--- config.mk ---
export PLATFORM = sky130hd
export DESIGN_NAME = vmem_load_align
export DESIGN_NICKNAME = d
export VERILOG_FILES = /design/src/design/vmem_pkg.sv /design/src/design/vmem_load_align.sv
export SDC_FILE = /design/constraint.sdc
export NUM_CORES = 1
export LEC_CHECK = 0
export BUFFER_PORTS_ARGS = -buffer_cell sky130_fd_sc_hd__buf_2
export CORE_MARGIN = 2
export CORE_UTILIZATION = 33
export DETAILED_ROUTE_END_ITERATION = 6
export REMOVE_ABC_BUFFERS = 1
export SKIP_CTS_REPAIR_TIMING = 1
export SLEW_MARGIN = 30
export SYNTH_ARGS = -nofsm -noshare
export SYNTH_HDL_FRONTEND = slang
export SYNTH_SLANG_ARGS = --single-unit
export TNS_END_PERCENT = 5
--- constraint.sdc ---
create_clock -name CLK -period 6.8 [get_ports CLK]
set_input_delay 1.36 -clock CLK [delete_from_list [all_inputs] [get_ports CLK]]
set_output_delay 1.36 -clock CLK [all_outputs]
set_load 0.05 [all_outputs]
--- src/design/vmem_pkg.sv ---
// Two-lane vector memory types; 1 KiB scratchpad, byte address bits above bit 9 are ignored
package vmem_pkg;

  // Data and address width
  localparam int XLEN = 32;

  // Element lanes per request
  localparam int LANES = 2;

  // Scratchpad depth in words and its word index width
  localparam int MEM_WORDS = 256;
  localparam int MEM_AW    = $clog2(MEM_WORDS);

  // Element width
  typedef enum logic [1:0] {
    E8  = 2'd0,
    E16 = 2'd1,
    E32 = 2'd2
  } eew_t;

  // Request kind
  typedef enum logic [1:0] {
    OP_ALU   = 2'd0,
    OP_LOAD  = 2'd1,
    OP_STORE = 2'd2,
    OP_CFG   = 2'd3
  } vop_t;

  // Execute to memory request
  typedef struct packed {
    vop_t                       op;
    // Byte address for load/store, result for ALU
    logic [LANES-1:0][XLEN-1:0] lane_val;
    logic [LANES-1:0][XLEN-1:0] st_data;
    // Element index of lane 0
    logic [7:0]                 ls_idx;
    logic [4:0]                 vd;
    logic [7:0]                 cfg_vl;
    eew_t                       cfg_eew;
  } vmem_req_t;

  // Per-lane notice from the scheduler to the aligner
  typedef struct packed {
    logic             lane;
    logic [1:0]       offset;
    eew_t             eew;
    logic             load;
    logic             last;
    // Lanes this notice writes back
    logic [LANES-1:0] wen;
    // Misaligned lane or slave error
    logic             exc;
  } vmem_elem_t;

  // Writeback record
  typedef struct packed {
    logic [4:0]                 vd;
    logic [LANES-1:0][XLEN-1:0] data;
    logic [LANES-1:0]           wen;
    eew_t                       eew;
    logic                       exc;
  } vmem_wb_t;

endpackage

--- src/design/vmem_load_align.sv ---
// Zero extension only; lanes not written in a record read back as zero
`timescale 1ns/10ps

module vmem_load_align (
  input  logic                 CLK,
  input  logic                 nRST,
  input  vmem_pkg::vmem_elem_t elem,
  input  logic                 elem_valid,
  input  logic [1:0][31:0]     lane_data,
  input  logic [4:0]           vd_in,
  input  logic                 flush,
  output vmem_pkg::vmem_wb_t   wb,
  output logic                 wb_valid,
  input  logic                 wb_ready,
  output logic                 hold
);
  import vmem_pkg::*;

  logic [LANES-1:0][XLEN-1:0] buf_q;
  logic [LANES-1:0][XLEN-1:0] data_nxt;
  logic [LANES-1:0]           wen_q;
  logic [LANES-1:0]           wen_nxt;
  logic                       exc_q;
  logic                       exc_nxt;
  logic                       take;

  // Shift element down to bit 0 and clear the bytes above it
  function automatic logic [XLEN-1:0] align_elem(
    input logic [XLEN-1:0] raw,
    input logic [1:0]      off,
    input eew_t            eew
  );
    logic [XLEN-1:0] shifted;
    shifted = raw >> {off, 3'b000};
    case (eew)
      E8:      align_elem = {{(XLEN - 8){1'b0}}, shifted[7:0]};
      E16:     align_elem = {{(XLEN - 16){1'b0}}, shifted[15:0]};
      default: align_elem = shifted;
    endcase
  endfunction

  // Stalled record stays put
  assign hold = wb_valid && !wb_ready;

  // Merge the incoming notice into lanes gathered so far
  always_comb begin
    for (int i = 0; i < LANES; i++) begin
      data_nxt[i] = wen_q[i] ? buf_q[i] : '0;
      if (elem_valid && elem.wen[i]) begin
        if (!elem.load) begin
          data_nxt[i] = lane_data[i];
        end else if (elem.lane == 1'(i)) begin
          data_nxt[i] = align_elem(lane_data[i], elem.offset, elem.eew);
        end
      end
    end
    wen_nxt = wen_q | (elem_valid ? elem.wen : '0);
    exc_nxt = exc_q | (elem_valid && elem.exc);
  end

  assign take = elem_valid && elem.last && !hold && !flush;

  always_ff @(posedge CLK, negedge nRST) begin
    if (!nRST) begin
      wen_q    <= '0;
      exc_q    <= 1'b0;
      wb_valid <= 1'b0;
    end else if (flush) begin
      wen_q    <= '0;
      exc_q    <= 1'b0;
      wb_valid <= 1'b0;
    end else begin
      if (wb_valid && wb_ready) begin
        wb_valid <= 1'b0;
      end
      if (elem_valid) begin
        if (elem.last) begin
          wen_q <= '0;
          exc_q <= 1'b0;
          if (!hold) begin
            wb_valid <= 1'b1;
          end
        end else begin
          wen_q <= wen_nxt;
          exc_q <= exc_nxt;
        end
      end
    end
  end

  // Lane buffer, one entry per lane
  always_ff @(posedge CLK) begin
    if (elem_valid && !flush) begin
      buf_q <= data_nxt;
    end
  end

  // Writeback pipeline latch
  always_ff @(posedge CLK) begin
    if (take) begin
      wb.vd   <= vd_in;
      wb.data <= data_nxt;
      wb.wen  <= wen_nxt;
      wb.eew  <= elem.eew;
      wb.exc  <= exc_nxt;
    end
  end

endmodule

---- Word level (Yosys, flattened, before mapping) ----
Cells that the tools add are included.
word-level totals
  input port bits ......................... 84
  register bits after elaboration ......... 142
  output and inout bits ................... 76
  word-level logic and storage cells ...... 52
operators by class
  eq/ne operators ......................... 1
  muxes and demuxes ....................... 22
  shifts and indexed selects .............. 2
  reductions and logical operators ........ 14
  bitwise logic cells ..................... 2
operators by type and width
  cell                                            count
  two-way mux 32 bit                              8
  one-hot mux 32 bit (2 select lines)             2
  >> shifter 32 x 5 -> 32 bit                     2
  logical AND 1 bit                               9
  two-way mux 1 bit                               8
  two-way mux 2 bit                               4
  zero test 1 bit                                 3
  == test 2 x 1 -> 1 bit (second input constant)  1
  zero test 2 bit                                 1
  bitwise OR 2 bit                                1
  nonzero test 2 bit                              1
  bitwise OR 1 bit                                1

---- Longest topological paths before layout ----
Gate-level depths: netlist (run 1).
  depth in word-level cells ............... 6
  depth in mapped cells ................... 7
  gate-level depth less buffers ........... 4

---- Worst setup path after synthesis (run 1) ----
No wires, ideal clock.
  path type ............................... in2reg
  start ................................... input wb_ready
  end ..................................... register wb[0] (netlist bit) (enable)
  slack ................................... -0.490 ns
  library setup time ...................... 0.598 ns
  stages on the path ...................... 2
  required time ........................... 6.202 ns
  arrival time ............................ 6.692 ns
  cells stage by stage .................... nor2b_1 > nor3_1
between the ends
  longest elaborated chain between the ends .. 5
ends and longest elaborated chain
  what                            line                   text
  start, declared                 vmem_load_align.sv:14  input logic wb_ready,
  zero test 1 bit                 vmem_load_align.sv:43  assign hold = wb_valid && !wb_ready;
  logical AND 1 bit               vmem_load_align.sv:43
  zero test 1 bit                 --
  logical AND 1 bit (2 in a row)  vmem_load_align.sv:61  assign take = elem_valid && elem.last && !hold && !flush;
  net take                        vmem_load_align.sv:25  logic take;
  end, declared                   vmem_load_align.sv:12  output vmem_pkg::vmem_wb_t wb,
The timed path passes the listed nets, and every way through them passes these cells.
A chain may end at the register's enable or synchronous reset.

---- Final worst setup path (run 1) ----
  start ................................... input wb_ready
  end ..................................... output hold
between the ends
  longest elaborated chain between the ends .. 2
ends and longest elaborated chain
  what               line                   text
  zero test 1 bit    vmem_load_align.sv:43
  logical AND 1 bit  vmem_load_align.sv:43
  end, declared      vmem_load_align.sv:15  output logic hold
Every way passes these cells.

==> flow_metrics.tcl, run 1 <==
set metrics [dict create \
    numClockSinks 142 \
    crit_slowest_cell "buf_2" \
    synthFlopType "edfxtp_1" \
    globalplace.congestion 0.771 \
    worstSetupEndpointType "primary output" \
    place_inst 897 \
    worst_ep_arrival_time_ns 2.00 \
    die_height_um 145 \
    syn_avg_cell_area_um2 12.9 \
    tritoncts_clock_tree "done" \
    total_global_routing_track_utilization 0.171 \
    report.final.slew_viol_count 0 \
    count_of_different_cell_masters_after_synthesis 31 \
    clk_path_buf_depth 2 \
    timing.rr.start "wen_q[1]" \
    cts-buffers-inserted 17 \
    synth.largest_area_cell "edfxtp_1" \
    detailedRoute.firstIterationViolations 583 \
    setup_total_negative_slack_ns 0 \
    ys_top_cells_by_area "edfxtp_1, a22o_1, a21oi_1" \
    core_region_area_um2 19500 \
    drt-pass1-iter-count 5 \
    number_of_antenna_violations_at_the_first_check_in_global_routing 1 \
    routed_wl_um 18200 \
    grt_max_degree 98 \
    layout-drive-gt1-share 0.295 \
    finish.net_count 735 \
    clock-skew-final_ns 0.00511 \
    startpoint_type "primary input" \
    postLayoutCoreUtil 0.417 \
    detail_route.vias_per_cell 5.38 \
    maxSlewHeadroom 0.375 \
    peakVddDrop_mv 0.171 \
    synthArstFlopShare 0.0282 \
    critPathMaxStageDelay_ns 0.32 \
    root_buffer "clkbuf_16" \
    number_of_enable_flip_flop_cells_after_synthesis 138 \
    max-cap-violations 0 \
    clk_pin_slew_worst_paths_ns 0.06 \
    cell_type_with_the_highest_occurrence_count_on_the_critical_path "buf_2" \
    critPathRequiredTime_ns 5.44 \
    rsz0062_at_grt "no" \
    dieArea_um2 20900 \
    critPathLaunch "wb_ready" \
    wire_length_of_the_first_global_routing_pass_um 26800 \
    dp.final_hpwl_um 11500 \
    htree_depth 4 \
    port-buffer-count 159 \
    wl_per_cell_um 19.5 \
    timing.critical_path.cells "buf_2, nor2b_1, buf_2" \
    synth.cells.most_frequent "edfxtp_1, a21oi_1, a211oi_1, a22o_1, o21ai_0" \
    die_w_um 145 \
    min_from "exc_q" \
    tightest_slew_ns 0.938 \
    syn_area_um2 6530 \
    final_antenna_net_count 0 \
    grt_remaining_overflow 0 \
    number_of_global_route_vias_before_repair 4780 \
    yosysWarnings 0 \
    start_util 0.336 \
    num_vias 5008 \
    run_status "finished clean" \
    pre_cts_ws_ns 3.20 \
    io_pins 160 \
    hold_path_class "reg -> reg" \
    layoutNonFillerInstCount 930 \
    clkLatencyLatePin_ns 0.42 \
    clock_period_minus_final_worst_setup_slack_ns 3.36 \
    power.density_nw_per_um2 273 \
    p_leak_uw 0.00308 \
    synthToLayoutAreaGrowth_pct 24.4 \
    finalWorstSetupSlack_ns 3.44 \
    report.final.hold_viol_count 0 \
    drc 0 \
    timing.critical_path.fanout_max 3 \
    ys_ff_latch 142 \
    clock.fmax_ghz 0.297 \
    worst-setup-path-type "in -> out" \
    core.rowCount 51 \
    post-synth-top-area-fraction 0.635 \
    yosys.cell_count.top_type "edfxtp_1" \
    layout_worst_path_cycle_share 0.495 \
    worst_hold_slack_ns 0.523 \
    setup_viol 0 \
    synth.yosys.seq_area_share 0.650 \
    synth_cells 506 \
]
power breakdown:
group | leakage (µW) | internal (µW) | switching (µW) | total, µW
Clock | 0.000291 | 608 | 352 | 961
Combinational | 0.00142 | 74.3 | 165 | 240
Sequential | 0.00137 | 1000 | 13.3 | 1020
Total | 0.00308 | 1690 | 531 | 2220
through the flow:
| step | cell area [µm²] | total power (µW) |
|---|---|---|
| global route | 8120 | 2290 |
| CTS | 8120 | 2230 |
| global placement | 7510 | 1270 |
| floorplan | 6340 | 1170 |
| finish | 8120 | 2220 |
| detailed placement | 7510 | 1270 |
per-layer routing:
metal | track usage | up-vias | routed length [µm]
met1 | 0.221 | 2470 | 7750
met5 | 0 | - | 0
met4 | 0.0690 | 0 | 335
met3 | 0.0461 | 28 | 1340
li1 | - | 2294 | -
met2 | 0.276 | 216 | 8760
path summary, 6_finish.rpt:
kind | slack [ns] | endpoint | cells past startpoint
worst max-delay path | 3.44 | hold | 3
worst min-delay path | 0.52 | wb[0] | 1
worst max register to register | 4.92 | buf_q[43] | 3
worst min register to register | 0.52 | wb[0] | 1
max in group asynchronous | 5.94 | wen_q[0] | 1
min in group asynchronous | 0.74 | wen_q[1] | 1
cell families after synthesis:
group                  synth area share
DFF                               0.650
and+or+nand+nor                  0.0776
AOI/OAI and AO/OA                 0.210
buffers and inverters            0.0381
muxes                            0.0245
placed cells by master, fill, tap and decap left out:
master	synthesis	final
buf_2	16	158
edfxtp_1	138	138
a21oi_1	49	49
a22o_1	32	32
o21ai_0	32	32
a211oi_1	32	32
nor2b_1	24	23
nand2b_1	20	20
nor2_1	19	19
nand3_1	17	17
clkbuf_16	0	17
inv_1	16	16
mux2i_1	16	16
o22ai_1	16	16
a22oi_1	16	16
a221o_1	16	16
nand2_1	9	9
clkinv_1	0	4
bufinv_16	0	4
dfrtp_1	4	4
buf_4	2	4
and2_1	3	3
a21oi_2	2	2
clkinv_2	0	2
clkbuf_1	15	2
diode_2	0	1
nor3b_1	1	1
o21a_2	0	1
o21ai_1	1	1
nand3_2	1	1
a21boi_4	1	1
o21bai_1	1	1
a21o_1	1	1
nor3_2	0	1
nor2b_4	0	1
clkinvlp_4	0	1
inv_6	0	1
clkinv_4	0	1
buf_6	3	1
critical path, delay by kind of cell:
family	cells	cell delay (ns)
buffers and inverters	2	0.42
AND/OR/NAND/NOR	1	0.22
registers in the layout, indices dropped and copies added, names as in the netlist:
signal,flops
exc_q,1
wb,74
wen_q,2
buf_q,64
wb_valid,1
layout make-up:
cell class	count	area [µm²]
fillers	1827	11300
clock inverters	13	170
well taps	265	332
flip-flops and latches	142	4240
clock buffers	19	433
diodes	1	2.50
multi-input cells	311	2050
inverters	16	60.1
repair buffers	163	832
(Power assumes the default switching activity.)
==> run 2: changes to the inputs <==
clock period = 3.15 ns   (was 6.8 ns; I/O delays follow)
==> flow_metrics.tcl, run 2 (synthesized netlist as in run 1, its figures left out) <==
set metrics [dict create \
    run_status "finished clean" \
    timing.critical_path.fanout_max 51 \
    globalplace.congestion 0.807 \
    startpoint_type "primary input" \
    cts-buffers-inserted 17 \
    tightest_slew_ns 0.846 \
    numClockSinks 142 \
    grt_remaining_overflow 0 \
    critPathRequiredTime_ns 3.32 \
    grt_max_degree 65 \
    io_pins 160 \
    dieArea_um2 20900 \
    r2r_setup_slack_ns 1.20 \
    report.final.hold_viol_count 0 \
    finalWorstSetupSlack_ns 1.13 \
    worstSetupEndpointType "register" \
    clock.fmax_ghz 0.494 \
    commonest_cells_after_routing_fill_and_taps_aside "buf_2, edfxtp_1, a21oi_1" \
    clock-skew-final_ns 0.00879 \
    finish.net_count 746 \
    worst-setup-path-type "in -> reg" \
    top_regs "wb: 74 flops, buf_q: 64 flops, wen_q: 2 flops" \
    timing.critical_path.cells "buf_4, buf_4, nor2b_1, a211oi_1, a211oi_1, a221o_1" \
    critPathMaxStageDelay_ns 0.45 \
    dp.final_hpwl_um 12000 \
    tritoncts_clock_tree "done" \
    htree_depth 4 \
    final_antenna_net_count 0 \
    num_vias 5085 \
    placement.cell_area_um2 7610 \
    timing.rr.start "wen_q[1]" \
    p_leak_uw 0.00312 \
    root_buffer "clkbuf_16" \
    reg_with_most_ffs "wb" \
    detailedRoute.firstIterationViolations 483 \
    rsz0062_at_grt "no" \
    die_height_um 145 \
    detail_route.vias_per_cell 5.38 \
    synthToLayoutAreaGrowth_pct 25.8 \
    drt-pass1-iter-count 5 \
    routed_wl_um 18400 \
    crit_slowest_cell "buf_4" \
    mostFrequentLayoutCell "buf_2" \
    worst_reg2reg_path_endpoint "wb[46]" \
    worst_ep_arrival_time_ns 2.20 \
    critPathLaunch "elem[7]" \
    layout-drive-gt1-share 0.308 \
    setup_total_negative_slack_ns 0 \
    peakVddDrop_mv 0.387 \
    clkLatencyLatePin_ns 0.43 \
    wire_length_of_the_first_global_routing_pass_um 27500 \
    core.rowCount 51 \
    largest_reg_flops 74 \
    clk_path_buf_depth 2 \
    layout_worst_path_cycle_share 0.643 \
    setup_viol 0 \
    report.final.slew_viol_count 0 \
    clk_pin_slew_worst_paths_ns 0.06 \
    drc 0 \
    start_util 0.336 \
    total_global_routing_track_utilization 0.178 \
    ff2ff_path_depth 3 \
    die_w_um 145 \
    worstSetupEndpoint "wb[42]" \
    maxSlewHeadroom 0.432 \
    clock_period_minus_final_worst_setup_slack_ns 2.02 \
    number_of_antenna_violations_at_the_first_check_in_global_routing 3 \
    final_cell_area_um2 8220 \
    core_region_area_um2 19500 \
    fillerInstances 1818 \
    hold_path_class "in -> reg" \
    power.density_nw_per_um2 575 \
    number_of_global_route_vias_before_repair 4904 \
    pre_cts_ws_ns 0.777 \
    wl_per_cell_um 19.4 \
    max-cap-violations 0 \
    port-buffer-count 159 \
]
run 2: cell types whose count changed in the layout (fill, tap and decap cells not counted), sizes merged:
cell,change
dlygate4sd3,+1
buf,+10
clkinv,-1
clkbuf,-2
clkinvlp,+2
bufinv,-1
diode,+6
run 2: stage by stage:
stage | util | power (µW) | hold WS, ns | std cells
2_1_floorplan | - | 2530 | 0.334 | 469
3_3_place_gp | 0.391 | 2750 | 0.440 | 907
3_5_place_dp | 0.391 | 2760 | 0.445 | 907
4_1_cts | 0.421 | 4760 | -0.0143 | 937
5_1_grt | 0.422 | 4880 | 0.355 | 941
6_report | 0.422 | 4720 | 0.367 | 945
run 2: layout make-up:
type | instances | area (µm²) | area share
Antenna cell | 7 | 17.5 | 0.00213
Clock buffer | 17 | 425 | 0.0518
Clock inverter | 13 | 149 | 0.0181
Inverter | 16 | 60.1 | 0.00731
Multi-Input combinational cell | 311 | 2050 | 0.249
Sequential cell | 142 | 4240 | 0.517
Tap cell | 265 | 332 | 0.0404
Timing Repair Buffer | 174 | 938 | 0.114
run 2: power by group:
part           internal (µW)  switching, µW  leakage, µW
logic                    172            362      0.00148
registers               2160           28.4      0.00137
clock network           1220            775     0.000276
total                   3560           1160      0.00312
run 2: worst max-delay path, delay by kind of cell:
kind | cells | cell delay, ns
AO/OA/AOI/OAI | 3 | 0.68
buffers and inverters | 2 | 0.78
AND/OR/NAND/NOR | 1 | 0.07
run 2: worst min path at each step:
stage,from,to,cells past startpoint
6_report,vd_in[1],wb[70],1
5_1_grt,vd_in[1],wb[70],1
2_1_floorplan,nRST,exc_q,0
4_1_cts,nRST,wb_valid,1
3_3_place_gp,nRST,wb_valid,1
3_5_place_dp,nRST,wb_valid,1
run 2: routing by layer:
metal	vias up	global-route usage	wire (µm)
met5	-	0	0
met4	0	0.0910	571
met3	38	0.0454	1130
met2	206	0.271	8750
met1	2518	0.236	7920
li1	2323	-	-
