==> config.mk <==
export PLATFORM = sky130hd
export DESIGN_NAME = vmem_addr_sched
export DESIGN_NICKNAME = d
export VERILOG_FILES = /design/src/design/vmem_pkg.sv /design/src/design/vmem_addr_sched.sv
export SDC_FILE = /design/constraint.sdc
export NUM_CORES = 1
export LEC_CHECK = 0
export BUFFER_PORTS_ARGS = -buffer_cell sky130_fd_sc_hd__buf_2
export CAP_MARGIN = 15
export CORE_ASPECT_RATIO = 0.9
export CORE_MARGIN = 8
export CORE_UTILIZATION = 45
export CTS_CLUSTER_DIAMETER = 80
export DETAILED_ROUTE_END_ITERATION = 7
export PLACE_DENSITY = 0.8
export SYNTH_ARGS = -nofsm -noshare
export SYNTH_HDL_FRONTEND = slang
export SYNTH_SLANG_ARGS = --single-unit
export TNS_END_PERCENT = 10
==> constraint.sdc <==
create_clock -name CLK -period 4.55 [get_ports CLK]
set_input_delay 0.91 -clock CLK [delete_from_list [all_inputs] [get_ports CLK]]
set_output_delay 0.91 -clock CLK [all_outputs]
set_load 0.1 [all_outputs]
==> src/design/vmem_pkg.sv <==
// Two-lane vector memory types; 1 KiB scratchpad, byte address bits above bit 9 are ignored
package vmem_pkg;

  // Data and address width
  localparam int XLEN = 32;

  // Element lanes per request
  localparam int LANES = 2;

  // Scratchpad depth in words and its word index width
  localparam int MEM_WORDS = 256;
  localparam int MEM_AW    = $clog2(MEM_WORDS);

  // Element width
  typedef enum logic [1:0] {
    E8  = 2'd0,
    E16 = 2'd1,
    E32 = 2'd2
  } eew_t;

  // Request kind
  typedef enum logic [1:0] {
    OP_ALU   = 2'd0,
    OP_LOAD  = 2'd1,
    OP_STORE = 2'd2,
    OP_CFG   = 2'd3
  } vop_t;

  // Execute to memory request
  typedef struct packed {
    vop_t                       op;
    // Byte address for load/store, result for ALU
    logic [LANES-1:0][XLEN-1:0] lane_val;
    logic [LANES-1:0][XLEN-1:0] st_data;
    // Element index of lane 0
    logic [7:0]                 ls_idx;
    logic [4:0]                 vd;
    logic [7:0]                 cfg_vl;
    eew_t                       cfg_eew;
  } vmem_req_t;

  // Per-lane notice from the scheduler to the aligner
  typedef struct packed {
    logic             lane;
    logic [1:0]       offset;
    eew_t             eew;
    logic             load;
    logic             last;
    // Lanes this notice writes back
    logic [LANES-1:0] wen;
    // Misaligned lane or slave error
    logic             exc;
  } vmem_elem_t;

  // Writeback record
  typedef struct packed {
    logic [4:0]                 vd;
    logic [LANES-1:0][XLEN-1:0] data;
    logic [LANES-1:0]           wen;
    eew_t                       eew;
    logic                       exc;
  } vmem_wb_t;

endpackage

==> src/design/vmem_addr_sched.sv <==
// Lane 0 is accessed first; misaligned active lanes are skipped, not split
`timescale 1ns/10ps

module vmem_addr_sched (
  input  logic                 CLK,
  input  logic                 nRST,
  input  vmem_pkg::vmem_req_t  req,
  input  logic                 req_valid,
  output logic                 busy,
  input  logic                 flush,
  input  logic                 hold,
  output logic                 psel,
  output logic                 penable,
  output logic                 pwrite,
  output logic [31:0]          paddr,
  output logic [31:0]          pwdata,
  output logic [3:0]           pstrb,
  input  logic [31:0]          prdata,
  input  logic                 pready,
  input  logic                 pslverr,
  output vmem_pkg::vmem_elem_t elem,
  output logic                 elem_valid,
  output logic [1:0][31:0]     lane_data,
  output logic [4:0]           vd_out
);
  import vmem_pkg::*;

  typedef enum logic [2:0] {
    IDLE,
    NOTIFY,
    PREP,
    SETUP,
    ACCESS
  } state_t;

  state_t           state;
  state_t           next_state;
  vmem_req_t        req_q;
  logic [7:0]       vl_q;
  eew_t             eew_q;
  // Lane 1 has a transfer of its own
  logic             acc_q;
  logic             exc_q;
  logic             lane_q;
  logic             accept;
  logic             is_mem;
  logic [LANES-1:0] act_in;
  logic [LANES-1:0] mis_in;
  logic [LANES-1:0] acc_in;
  logic [2:0]       elem_size;
  logic [3:0]       elem_mask;
  logic             nxt_lane;
  logic [1:0]       nxt_off;
  logic             last_access;

  assign busy   = (state != IDLE) || hold;
  assign accept = req_valid && !busy && !flush;
  assign is_mem = (req.op == OP_LOAD) || (req.op == OP_STORE);

  // Element size follows the configured width
  always_comb begin
    case (eew_q)
      E8: begin
        elem_size = 3'd1;
        elem_mask = 4'b0001;
      end
      E16: begin
        elem_size = 3'd2;
        elem_mask = 4'b0011;
      end
      default: begin
        elem_size = 3'd4;
        elem_mask = 4'b1111;
      end
    endcase
  end

  // Lane activity and alignment judged at acceptance
  always_comb begin
    for (int i = 0; i < LANES; i++) begin
      act_in[i] = ({1'b0, req.ls_idx} + 9'(i)) < {1'b0, vl_q};
      mis_in[i] = ({1'b0, req.lane_val[i][1:0]} + elem_size) > 3'd4;
    end
  end
  assign acc_in = act_in & ~mis_in;

  always_ff @(posedge CLK, negedge nRST) begin
    if (!nRST) begin
      state  <= IDLE;
      vl_q   <= '0;
      eew_q  <= E32;
      acc_q  <= 1'b0;
      exc_q  <= 1'b0;
      lane_q <= 1'b0;
    end else if (flush) begin
      state <= IDLE;
    end else begin
      state <= next_state;
      if (accept) begin
        acc_q  <= is_mem && acc_in[1];
        exc_q  <= is_mem && |(act_in & mis_in);
        lane_q <= ~acc_in[0];
        // Configuration is live from the next cycle on
        if (req.op == OP_CFG) begin
          vl_q  <= req.cfg_vl;
          eew_q <= req.cfg_eew;
        end
      end else if (state == ACCESS && pready) begin
        lane_q <= 1'b1;
        exc_q  <= exc_q | pslverr;
      end
    end
  end

  // Request copy held for the whole sequence
  always_ff @(posedge CLK) begin
    if (accept) begin
      req_q <= req;
    end
  end

  always_comb begin
    next_state = state;
    case (state)
      IDLE: begin
        if (accept) begin
          next_state = (is_mem && |acc_in) ? PREP : NOTIFY;
        end
      end
      NOTIFY:  next_state = IDLE;
      PREP:    next_state = SETUP;
      SETUP:   next_state = ACCESS;
      ACCESS: begin
        if (pready) begin
          next_state = last_access ? IDLE : SETUP;
        end
      end
      default: next_state = IDLE;
    endcase
  end

  assign last_access = lane_q || !acc_q;

  // A second transfer is always lane 1
  assign nxt_lane = (state == PREP) ? lane_q : 1'b1;
  assign nxt_off  = req_q.lane_val[nxt_lane][1:0];

  // APB payload registered ahead of each setup phase
  always_ff @(posedge CLK) begin
    if (next_state == SETUP) begin
      paddr  <= req_q.lane_val[nxt_lane];
      pwrite <= req_q.op == OP_STORE;
      pwdata <= req_q.st_data[nxt_lane] << {nxt_off, 3'b000};
      pstrb  <= (req_q.op == OP_STORE) ? (elem_mask << nxt_off) : 4'b0000;
    end
  end

  assign psel    = (state == SETUP) || (state == ACCESS);
  assign penable = state == ACCESS;

  always_comb begin
    elem       = '0;
    elem.eew   = eew_q;
    elem.exc   = exc_q;
    elem_valid = 1'b0;
    if (state == NOTIFY) begin
      elem_valid = 1'b1;
      elem.last  = 1'b1;
      elem.wen   = (req_q.op == OP_ALU) ? 2'b11 : 2'b00;
    end else if (state == ACCESS && pready) begin
      elem_valid  = 1'b1;
      elem.lane   = lane_q;
      elem.offset = req_q.lane_val[lane_q][1:0];
      elem.load   = req_q.op == OP_LOAD;
      elem.last   = last_access;
      elem.wen    = (req_q.op == OP_LOAD) ? (2'b01 << lane_q) : 2'b00;
      elem.exc    = exc_q | pslverr;
    end
  end

  // Read data replaces the value of the lane in flight
  always_comb begin
    for (int i = 0; i < LANES; i++) begin
      if (state == ACCESS && lane_q == 1'(i)) begin
        lane_data[i] = prdata;
      end else begin
        lane_data[i] = req_q.lane_val[i];
      end
    end
  end

  assign vd_out = req_q.vd;

endmodule

# == Word level (Yosys, flattened, before mapping) ==
# Index checks and enable logic that the tools add are counted.
# op_classes
shift,3
mux,31
magnitude_cmp,6
n_addsub,3
bitwise,7
n_eq_ne,11
reduce_logical,25
# ops
cell,n
two-way mux 32 bit,6
<< shifter 32 x 5 -> 32 bit,1
two-way mux 3 bit,6
two-way mux 2 bit,6
case mux 3 bit (4 select lines),1
"adder 8 x 1 -> 9 bit, second input constant",1
"equality test 3 x 2 -> 1 bit, second input constant",3
< comparator 9 x 8 -> 1 bit,1
two-way mux 1 bit,9
logical AND 1 bit,8
< comparator 8 bit,1
case mux 4 bit (2 select lines),1
adder 2 x 3 -> 3 bit,2
"equality test 2 x 1 -> 1 bit, second input constant",3
"equality test 2 bit, second input constant",3
"> comparator 3 bit, second input constant",2
case mux 3 bit (2 select lines),1
two-way mux 5 bit,1
bitwise AND 2 bit,2
logical NOT 2 bit,2
logical OR 1 bit,4
"< comparator 1 x 2 -> 1 bit, second input constant",2
AND reduction 2 bit,2
OR reduction 2 bit,2
12 further kinds,16
# totals
inputBits,192
output_inout_bits,152
elab_cells,102
register_bits,220

# == Longest topological paths before layout ==
# Gate-level depths: netlist (run 1).
# depth
ltp_word,12
ltp_mapped,10

# == Least setup slack after synthesis (run 1) ==
# No wires, ideal clock.
# synth_path
path_kind,flip-flop to output port
startpoint,register state[0]
endpoint,output elem[2] in the netlist's numbering
setup_slack_ps,-316
required_time_ps,3640
stages_incl_launch_ff,10
arrival_time_ps,3956
path_buffers,2
path_cell_list,dfrtp_1 -> buf_6 -> nor2_1 -> nand2_1 -> inv_1 -> and2_1 -> clkbuf_1 -> and3_1 -> a21oi_1 -> nor2_1
# synth_rtl
element,line_no,source
start: declaration,vmem_addr_sched.sv:36,state_t state;
start signal: assignment,vmem_addr_sched.sv:98,state <= next_state;
end: declaration,vmem_addr_sched.sv:21,"output vmem_pkg::vmem_elem_t elem,"

==> results.ini, run 1 <==
[finish]
final.fill_count=1773
layout.nets=1266
multi_input_area_um2=3130
syn2layout_area_growth_pct=28.9
drive_above_1_share=0.451
final_area_um2=12800
regArea_um2=6530

[pwr]
p_comb_frac=0.188
vdd_drop_max_uv=329
p_clk_frac=0.374
power_frac_seq=0.438
p_int_mw=3.90
p_per_area_nw_per_um2=435
p_switching_mw=1.65
p_leak_nw=5.33
switching_share=0.297

[timing]
fin_ws_ns=0.663
max_slew.worst_pin.slew_ns=1.03
rsz0062_at_grt=false
fin_crit_sh=0.854
max_slew_margin=0.315
fin_crit_ns=3.89
final-max-slew-violation-count=0
hold_viol=0
fmax_ghz=0.257
fin_skew_ns=0.0161
finalSetupViolCount=0
tns_ns=0

[clocking]
clkSinkCount=220
clk_pin_slew_ns=0.06
cts_tree=yes
cts_resized=0
clock_tree.root_cell=clkbuf_16
clk_path_buf_depth=3
cts_buffers=23
cts_hold_buf=0
post-cts-setup-buffers=0
h-tree-depth=1
clk_latency_ns=0.52

[floorplanning]
initial_core_util=0.457
coreArea_um2=21600
row_count=51
die_height_um=157
io_pins=344
chipWidth_um=172
fp.dieArea_um2=27000

[routing]
dr_total_vias=7044
drc=0
wl_um=27900
first_pass_iters=5
vias_per_cell=5.16
drt-wirelength-per-cell_um=20.5
dr.first_iter.drc_count=491
ant_nets=0

[global_routing]
met2_usage=0.343
grt_max_degree=74
antenna_found_initial=5
top_usage_layer=met2
grt_pass1_vias=7377
grt_pass1_wl_um=41200
grtUsageTotal=0.199
grt_overflow=0
met3_usage=0.0499
grt_util_met1=0.243

[placed_design]
dpl_worst_slack_ns=1.21
place_area_um2=11900
finalWeightedCongestion=0.884
port-buffer-count=343
hpwl_um=20600

[synthesis]
syn_area_um2=9890
synth.avg_cell_area_um2=13.8
synth_edf_count=204
syn_inst=719
ys_seq_area_frac=0.660
ys_types=53
async_reset_ff_frac=0.0727
yosys_warnings=0
synth_top_flop_cell=edfxtp_1
syn_nets=931
ys_ff_latch=220

[outcome]
outcome=finished, final reports clean

[job]
cap_violations=0

[worst_setup_path]
worst_setup_path_start_kind=flip-flop
crit_fanout=33
cp.arrival_ns=2.98
worst-setup-path-type=flip-flop to output port
max_stage_delay_ns=0.74
slowest_stage=and2_2
r2r-start=lane_q$_DFFE_PN0P_
worstPathCellList=nor2_1 -> nand2_1 -> inv_1 -> and2_2 -> and3_1 -> a21oi_1 -> nor2_2 -> buf_2
crit_path_end_kind=output port
required_ns=3.64
worstSetupStartpoint=state[0]$_DFF_PN0_

[min_path]
hold_path.class=input port to async pin

[cell type report]
class                      instances  share of cell area
timing repair buffer             351               0.141
clock inverter                    16              0.0201
clock buffer                      26              0.0460
antenna                            3            0.000589
tap                              291              0.0285
inverter                          20             0.00628
multi-input combinational        438               0.245
sequential                       220               0.512
[metrics by stage]
| stage | hold WS, ns | cells | util | power [mW] |
|---|---|---|---|---|
| finish | 0.310 | 1365 | 0.590 | 5.55 |
| global route | 0.322 | 1364 | 0.589 | 5.75 |
| CTS | 0.294 | 1362 | 0.589 | 5.60 |
| detailed placement | 0.488 | 1320 | 0.550 | 3.51 |
| global placement | 0.477 | 1320 | 0.550 | 3.49 |
| floorplan | 0.462 | 719 | - | 3.25 |
[metal layers]
| metal | vias to the layer above | routed length [µm] |
|---|---|---|
| met4 | 6 | 797 |
| met2 | 321 | 13700 |
| met3 | 55 | 2410 |
| li1 | 3319 | - |
| met5 | - | 33 |
| met1 | 3343 | 11000 |
[cell usage in the layout (no fill, tap or decap), types with 2 or more instances in the layout]
| master | count |
|---|---|
| and3_1 | 2 |
| o21ai_0 | 23 |
| mux2_1 | 2 |
| buf_4 | 6 |
| o31a_1 | 2 |
| nand4_1 | 2 |
| a21o_1 | 3 |
| nor2_4 | 2 |
| nand2_1 | 141 |
| a211oi_1 | 19 |
| mux2i_1 | 42 |
| buf_2 | 343 |
| nand2b_1 | 3 |
| dfrtp_1 | 15 |
| buf_12 | 2 |
| edfxtp_1 | 204 |
| xnor2_1 | 5 |
| nor2_1 | 11 |
| clkbuf_1 | 3 |
| xor2_1 | 2 |
| inv_1 | 18 |
| nor2b_1 | 10 |
| a21oi_1 | 12 |
| bufinv_16 | 6 |
| diode_2 | 3 |
| and2_1 | 2 |
| clkinv_1 | 3 |
| nand3_1 | 15 |
| clkinvlp_4 | 3 |
| ha_1 | 18 |
| clkinv_4 | 2 |
| o22ai_1 | 9 |
| clkbuf_16 | 23 |
| fa_1 | 2 |
| o21a_1 | 4 |
| nand4b_1 | 2 |
| nand2_2 | 2 |
| mux2_2 | 81 |
[synthesized netlist by cell type (3+ instances only)]
| library cell | instances | area (µm²) |
|---|---|---|
| xnor2_1 | 5 | 43.8 |
| o22ai_1 | 9 | 56.3 |
| nand3_1 | 15 | 75.1 |
| a21oi_1 | 12 | 60.1 |
| mux2i_1 | 42 | 420 |
| mux2_2 | 81 | 912 |
| nand2_1 | 141 | 529 |
| ha_1 | 18 | 225 |
| dfrtp_1 | 15 | 375 |
| a211oi_1 | 19 | 143 |
| buf_4 | 5 | 37.5 |
| o21ai_0 | 24 | 120 |
| inv_1 | 18 | 67.6 |
| o21a_1 | 4 | 30.0 |
| clkbuf_1 | 31 | 116 |
| nor2b_1 | 10 | 62.6 |
| and2_1 | 3 | 18.8 |
| a21o_1 | 3 | 22.5 |
| edfxtp_1 | 204 | 6130 |
| buf_1 | 3 | 11.3 |
| nor2_1 | 14 | 52.6 |
| nand2b_1 | 3 | 18.8 |
[flip-flops by register name, summed over array words and instances, names as in the netlist]
name	count
req_q	130
pwrite	1
pwdata	32
paddr	32
acc_q	1
exc_q	1
state	3
lane_q	1
vl_q	8
eew_q	2
pstrb	4
vd_out	5
[worst max-delay path: cells and delay by family (launching register included)]
kind / cells / cell delay, ns
and+or+nand+nor: 5 / 1.36
buffers and inverters: 2 / 0.55
DFF: 1 / 0.47
AOI/OAI and AO/OA: 1 / 0.08
[logic make-up after synthesis]
group,share of synthesized area
xor+xnor,0.00620
fa+ha+maj,0.0268
simple gates,0.0908
flops,0.660
mux,0.138
buf+inv,0.0264
compound gates,0.0516
[path summary, 6_finish.rpt]
path,end,slack (ns),cells after the start
setup / recovery,elem[2],0.66,8
hold / removal,vl_q[3]$_DFFE_PN0P_,0.31,1
setup reg to reg,pwdata[5]$_SDFFCE_PP0N_,1.60,6
hold reg to reg,vl_q[1]$_DFFE_PN0P_,0.50,1
max in group asynchronous,eew_q[1]$_DFFE_PN1P_,3.92,1
min in group CLK,vl_q[1]$_DFFE_PN0P_,0.50,1
[power by group through the flow]
stage | Clock [mW] | Sequential (mW) | Combinational, mW
3_5_place_dp | 0 | 2.47 | 1.04
6_report | 2.08 | 2.43 | 1.04
4_1_cts | 2.12 | 2.43 | 1.05
3_3_place_gp | 0 | 2.47 | 1.02
5_1_grt | 2.19 | 2.44 | 1.11
2_1_floorplan | 0 | 2.71 | 0.544
No activity file was read; power rests on OpenSTA's default activity.
==> run 2, diff against run 1 <==
REMOVE_ABC_BUFFERS = 1   (was unset)
==> run 2 against run 1 <==
Net effect:
- highest routed layer unchanged
- critical endpoint unchanged
- critical path depth is the same
- worst hold slack lost 0.0045 ns
- wire length shrank 0.38%
- global-route usage shrank 0.15 points
==> results.ini, run 2 (same netlist as run 1, synthesis figures left out) <==
[outcome]
outcome=finished, final reports clean

[timing]
finalSetupViolCount=0  ; unchanged
max_slew_margin=0.269  ; -0.0454
fin_skew_ns=0.0276  ; +0.0115 ns
fin_crit_sh=0.876  ; +0.0212
timing.hold.ws_ns=0.305  ; -0.00445 ns
rsz0062_at_grt=false
fmax_ghz=0.251  ; -2.4%
tns_ns=0  ; unchanged
final-max-slew-violation-count=0  ; unchanged
hold_viol=0  ; unchanged
max_slew.worst_pin.slew_ns=1.10  ; +0.0706 ns
fin_crit_ns=3.98  ; +0.0963 ns

[worst_setup_path]
slowest_stage=and2_2
required_ns=3.64  ; about the same
max_stage_delay_ns=0.78  ; +0.04 ns
r2r-end=pwdata[23]$_DFFE_PN_
worstPathCellList=nor2_1 -> nand2_1 -> inv_1 -> and2_2 -> and3_1 -> a21oi_1 -> nor2_1 -> buf_2
r2r-start=lane_q$_DFFE_PN0P_
worst-setup-path-type=flip-flop to output port
reg2reg_depth=4  ; -2
crit_path_end_kind=output port
r2r_setup_slack_ns=1.77  ; +0.17 ns
crit_fanout=33  ; unchanged
crit_family=simple AND/OR/NAND/NOR gates
worst_setup_path_start_kind=flip-flop
cp.arrival_ns=3.07  ; +0.09 ns
crit_path_frequent_cell=nor2_1
critPathBufInv=2  ; unchanged

[global_routing]
grt_pass1_wl_um=40800  ; -0.94%
antenna_found_initial=3  ; -2
grt_pass1_vias=7256  ; -1.6%
grt_max_degree=63  ; -15%
grt_overflow=0  ; unchanged
grtUsageTotal=0.198  ; -0.00149

[clocking]
cts_resized=0  ; unchanged
h-tree-depth=1  ; unchanged
clk_latency_ns=0.54  ; +0.02 ns
cts_tree=yes
cts_hold_buf=0  ; unchanged
post-cts-setup-buffers=0  ; unchanged
clk_pin_slew_ns=0.06  ; about the same
clock_tree.root_cell=clkbuf_16
cts_buffers=24  ; +4.3%
clkSinkCount=220  ; unchanged
clk_path_buf_depth=3  ; unchanged

[routing]
drc=0  ; unchanged
vias_per_cell=5.21  ; +0.89%
wl_um=27800  ; -0.38%
dr_total_vias=7081  ; +0.53%
drt-wirelength-per-cell_um=20.5  ; about the same
dr.first_iter.drc_count=446  ; -9.2%
first_pass_iters=7  ; +2
ant_nets=0  ; unchanged

[min_path]
hold_path.class=input port to async pin

[finish]
top_register=req_q
drive_above_1_share=0.446  ; -0.00529
layout.nets=1268  ; +0.16%
largest_reg_flops=130  ; unchanged
mostFrequentLayoutCell=buf_2
final_cell_mix=buf_2 (343), edfxtp_1 (204), nand2_1 (141)
syn2layout_area_growth_pct=27.7
reg.largest.list=req_q: 130 flops, paddr: 32 flops, pwdata: 32 flops

[floorplanning]
coreArea_um2=21600  ; unchanged
chipWidth_um=172  ; unchanged
fp.dieArea_um2=27000  ; unchanged
die_height_um=157  ; unchanged
row_count=51  ; unchanged
initial_core_util=0.457  ; unchanged
io_pins=344  ; unchanged

[placed_design]
finalWeightedCongestion=0.808  ; -8.7%
hpwl_um=20300  ; -1.6%
port-buffer-count=343  ; unchanged

[pwr]
power_frac_seq=0.463  ; +0.025
p_switching_mw=1.61  ; -2.0%
p_comb_frac=0.197  ; +0.009
vdd_drop_max_uv=373  ; +13%
p_leak_nw=5.28  ; -0.91%
p_per_area_nw_per_um2=416  ; -4.4%
p_clk_frac=0.340  ; -0.034
p_int_mw=3.64  ; -6.7%
switching_share=0.307  ; +0.0102

[job]
cap_violations=0  ; unchanged

run 2: metal layers:
| metal | track usage | wire [µm] | share of wire | vias up |
|---|---|---|---|---|
| met2 | 0.337 | 13500 | 0.49 | 352 |
| li1 | - | - | - | 3314 |
| met4 | 0.0615 | 832 | 0.030 | 4 |
| met5 | 0 | 22 | 0.00079 | - |
| met3 | 0.0539 | 2450 | 0.088 | 56 |
| met1 | 0.240 | 11000 | 0.40 | 3355 |
run 2: worst max path at each step:
stage,from,endpoint,slack (ns),cells past startpoint
5_1_grt,state[0]$_DFF_PN0_,elem[2],0.36,8
6_report,state[0]$_DFF_PN0_,elem[2],0.57,8
3_5_place_dp,state[0]$_DFF_PN0_,elem[2],1.08,8
2_1_floorplan,state[0]$_DFF_PN0_,elem[2],-0.91,7
4_1_cts,state[0]$_DFF_PN0_,elem[2],0.53,8
3_3_place_gp,state[0]$_DFF_PN0_,elem[2],1.18,8
run 2: metrics by stage:
step | setup slack [ns] | utilization | area [µm²] | cells | power [mW]
3_3_place_gp | 1.18 | 0.550 | 11900 | 1320 | 3.49
2_1_floorplan | -0.910 | - | 9710 | 678 | 3.24
3_5_place_dp | 1.08 | 0.550 | 11900 | 1320 | 3.51
4_1_cts | 0.527 | 0.583 | 12600 | 1358 | 5.30
5_1_grt | 0.359 | 0.584 | 12600 | 1360 | 5.44
6_report | 0.566 | 0.584 | 12600 | 1360 | 5.25
run 2: layout make-up:
class / instances / area [µm²]
tap: 291 / 364
inverter: 20 / 80.1
fill: 1710 / 8990
clock inverter: 10 / 100
sequential: 220 / 6530
timing repair buffer: 352 / 1820
antenna: 1 / 2.50
clock buffer: 28 / 616
multi-input combinational: 438 / 3130
run 2: power groups by stage:
stage	registers (mW)	clock network, mW	logic (mW)
2_1_floorplan	2.74	0	0.506
3_3_place_gp	2.47	0	1.02
3_5_place_dp	2.47	0	1.04
4_1_cts	2.43	1.82	1.04
5_1_grt	2.45	1.89	1.10
6_report	2.43	1.78	1.04
==> run 3, diff against run 2 <==
==> constraint.sdc (replaced) <==
create_clock -name CLK -period 4.55 [get_ports CLK]
set_input_delay 0.455 -clock CLK [delete_from_list [all_inputs] [get_ports CLK]]
set_output_delay 0.455 -clock CLK [all_outputs]
set_load 0.1 [all_outputs]
==> run 3 against run 2 <==
Net effect:
- global-route usage grew 0.26 points
- clock-buffer cell count up 2
- cell area increased by 0.31%
- largest power group unchanged
- highest routed layer unchanged
==> results.ini, run 3 (same netlist as run 1, synthesis figures left out) <==
[outcome]
outcome=finished, final reports clean

[global_routing]
grtUsageTotal=0.200  ; +0.00262
antenna_found_initial=4  ; +1
grt_max_degree=100  ; +59%
grt_overflow=0  ; unchanged
grt_pass1_vias=7424  ; +2.3%
grt_pass1_wl_um=41400  ; +1.4%

[routing]
dr_total_vias=7021  ; -0.85%
first_pass_iters=5  ; -2
ant_nets=0  ; unchanged
wl_um=28100  ; +1.2%
dr.first_iter.drc_count=433  ; -2.9%
drt-wirelength-per-cell_um=20.6  ; +0.52%
vias_per_cell=5.13  ; -1.5%
drc=0  ; unchanged

[finish]
final_cell_mix=buf_2 (343), edfxtp_1 (204), nand2_1 (141)
mostFrequentLayoutCell=buf_2
syn2layout_area_growth_pct=28.1
top_register=req_q
final.fill_count=1735  ; +1.5%
layout.nets=1270  ; +0.16%
drive_above_1_share=0.448  ; +0.00226
reg.largest.list=req_q: 130 flops, paddr: 32 flops, pwdata: 32 flops
finalNonFillerCells=1369  ; +0.66%
largest_reg_flops=130  ; unchanged

[worst_setup_path]
worst-setup-path-type=flip-flop to output port
slowest_stage=and2_2
worst_setup_path_start_kind=flip-flop
crit_fanout=33  ; unchanged
crit_path_frequent_cell=nor2_1
worstPathCellList=nor2_1 -> nand2_1 -> inv_1 -> and2_2 -> and3_1 -> a21oi_1 -> nor2_1 -> buf_2
max_stage_delay_ns=0.82  ; +0.04 ns
crit_path_end_kind=output port
required_ns=4.09  ; +0.45 ns
cp.arrival_ns=3.11  ; +0.04 ns

[floorplanning]
initial_core_util=0.457  ; unchanged
chipWidth_um=172  ; unchanged
row_count=51  ; unchanged
fp.dieArea_um2=27000  ; unchanged
die_height_um=157  ; unchanged
coreArea_um2=21600  ; unchanged
io_pins=344  ; unchanged

[clocking]
cts_tree=yes
post-cts-setup-buffers=0  ; unchanged
cts_resized=0  ; unchanged
clk_pin_slew_ns=0.07  ; about the same
clkSinkCount=220  ; unchanged
clk_latency_ns=0.54  ; about the same
clock_tree.root_cell=clkbuf_16
clk_path_buf_depth=3  ; unchanged
h-tree-depth=1  ; unchanged
cts_buffers=24  ; unchanged

[placed_design]
port-buffer-count=343  ; unchanged
finalWeightedCongestion=0.818  ; +1.3%
hpwl_um=20700  ; +1.8%
dp.cells=1321  ; +0.076%

[timing]
final-max-slew-violation-count=0  ; unchanged
max_slew_margin=0.289  ; +0.0199
fmax_ghz=0.281  ; +12%
finalSetupViolCount=0  ; unchanged
fin_crit_sh=0.783  ; -0.0929
hold_viol=0  ; unchanged
tns_ns=0  ; unchanged
rsz0062_at_grt=false
fin_skew_ns=0.0362  ; +0.00862 ns
fin_crit_ns=3.56  ; -0.423 ns
max_slew.worst_pin.slew_ns=1.07  ; -0.0299 ns

[pwr]
p_leak_nw=5.30  ; +0.44%
vdd_drop_max_uv=300  ; -20%
p_per_area_nw_per_um2=418  ; +0.63%

[min_path]
hold_path.class=input port to flip-flop

[job]
cap_violations=0  ; unchanged

## run 3: path summary, 6_finish.rpt
path / from / end / slack [ns] / cells past startpoint
setup / recovery: state[0]$_DFF_PN0_ / elem[2] / 0.99 / 8
hold / removal: req[54] / req_q[54]$_DFFE_PP_ / 0.09 / 1
setup reg to reg: lane_q$_DFFE_PN0P_ / pwdata[1]$_SDFFCE_PP0N_ / 1.73 / 6
hold reg to reg: vl_q[1]$_DFFE_PN0P_ / vl_q[1]$_DFFE_PN0P_ / 0.49 / 1
max in group asynchronous: nRST / eew_q[1]$_DFFE_PN1P_ / 3.84 / 2
min in group asynchronous: nRST / eew_q[0]$_DFFE_PN0P_ / 0.40 / 2
## run 3: area by class of cell
cell class                 count  area, µm²  share of cell area
antenna                        2       5.00            0.000395
clock buffer                  30        623              0.0492
clock inverter                14        124             0.00977
inverter                      20       80.1             0.00632
multi-input combinational    438       3130               0.247
sequential                   220       6530               0.515
tap                          291        364              0.0287
timing repair buffer         354       1830               0.144
## run 3: critical path, delay by kind of cell, from the launching register on
kind | cells | cell delay, ns
compound gates | 1 | 0.07
simple gates | 5 | 1.48
flops | 1 | 0.48
buf+inv | 2 | 0.56
## run 3: power by group
group | total (mW) | internal, mW | switching (mW)
sequential | 2.43 | 2.35 | 0.0793
combinational | 1.04 | 0.269 | 0.767
clock | 1.84 | 1.04 | 0.799
## run 3: metrics by stage
stage	hold slack (ns)	area [µm²]	util	power [mW]	setup slack, ns
CTS	0.0647	12700	0.585	5.35	0.972
floorplan	0.159	9710	-	3.24	-0.597
global placement	0.394	11900	0.550	3.49	1.60
finish	0.0863	12700	0.586	5.30	0.989
global route	0.0641	12700	0.586	5.51	0.741
detailed placement	0.396	11900	0.550	3.51	1.53
## run 3: per-layer routing
| layer | share of wire | GRT usage | wire [µm] |
|---|---|---|---|
| met2 | 0.48 | 0.337 | 13500 |
| met1 | 0.40 | 0.247 | 11400 |
| met5 | 0.00082 | 0 | 23 |
| met4 | 0.027 | 0.0632 | 774 |
| met3 | 0.088 | 0.0544 | 2480 |
## run 3: timing repair
action	4_1_cts	5_1_grt
setup endpoints to repair	0	0
hold buffers	1	0
hold endpoints to repair	15	0
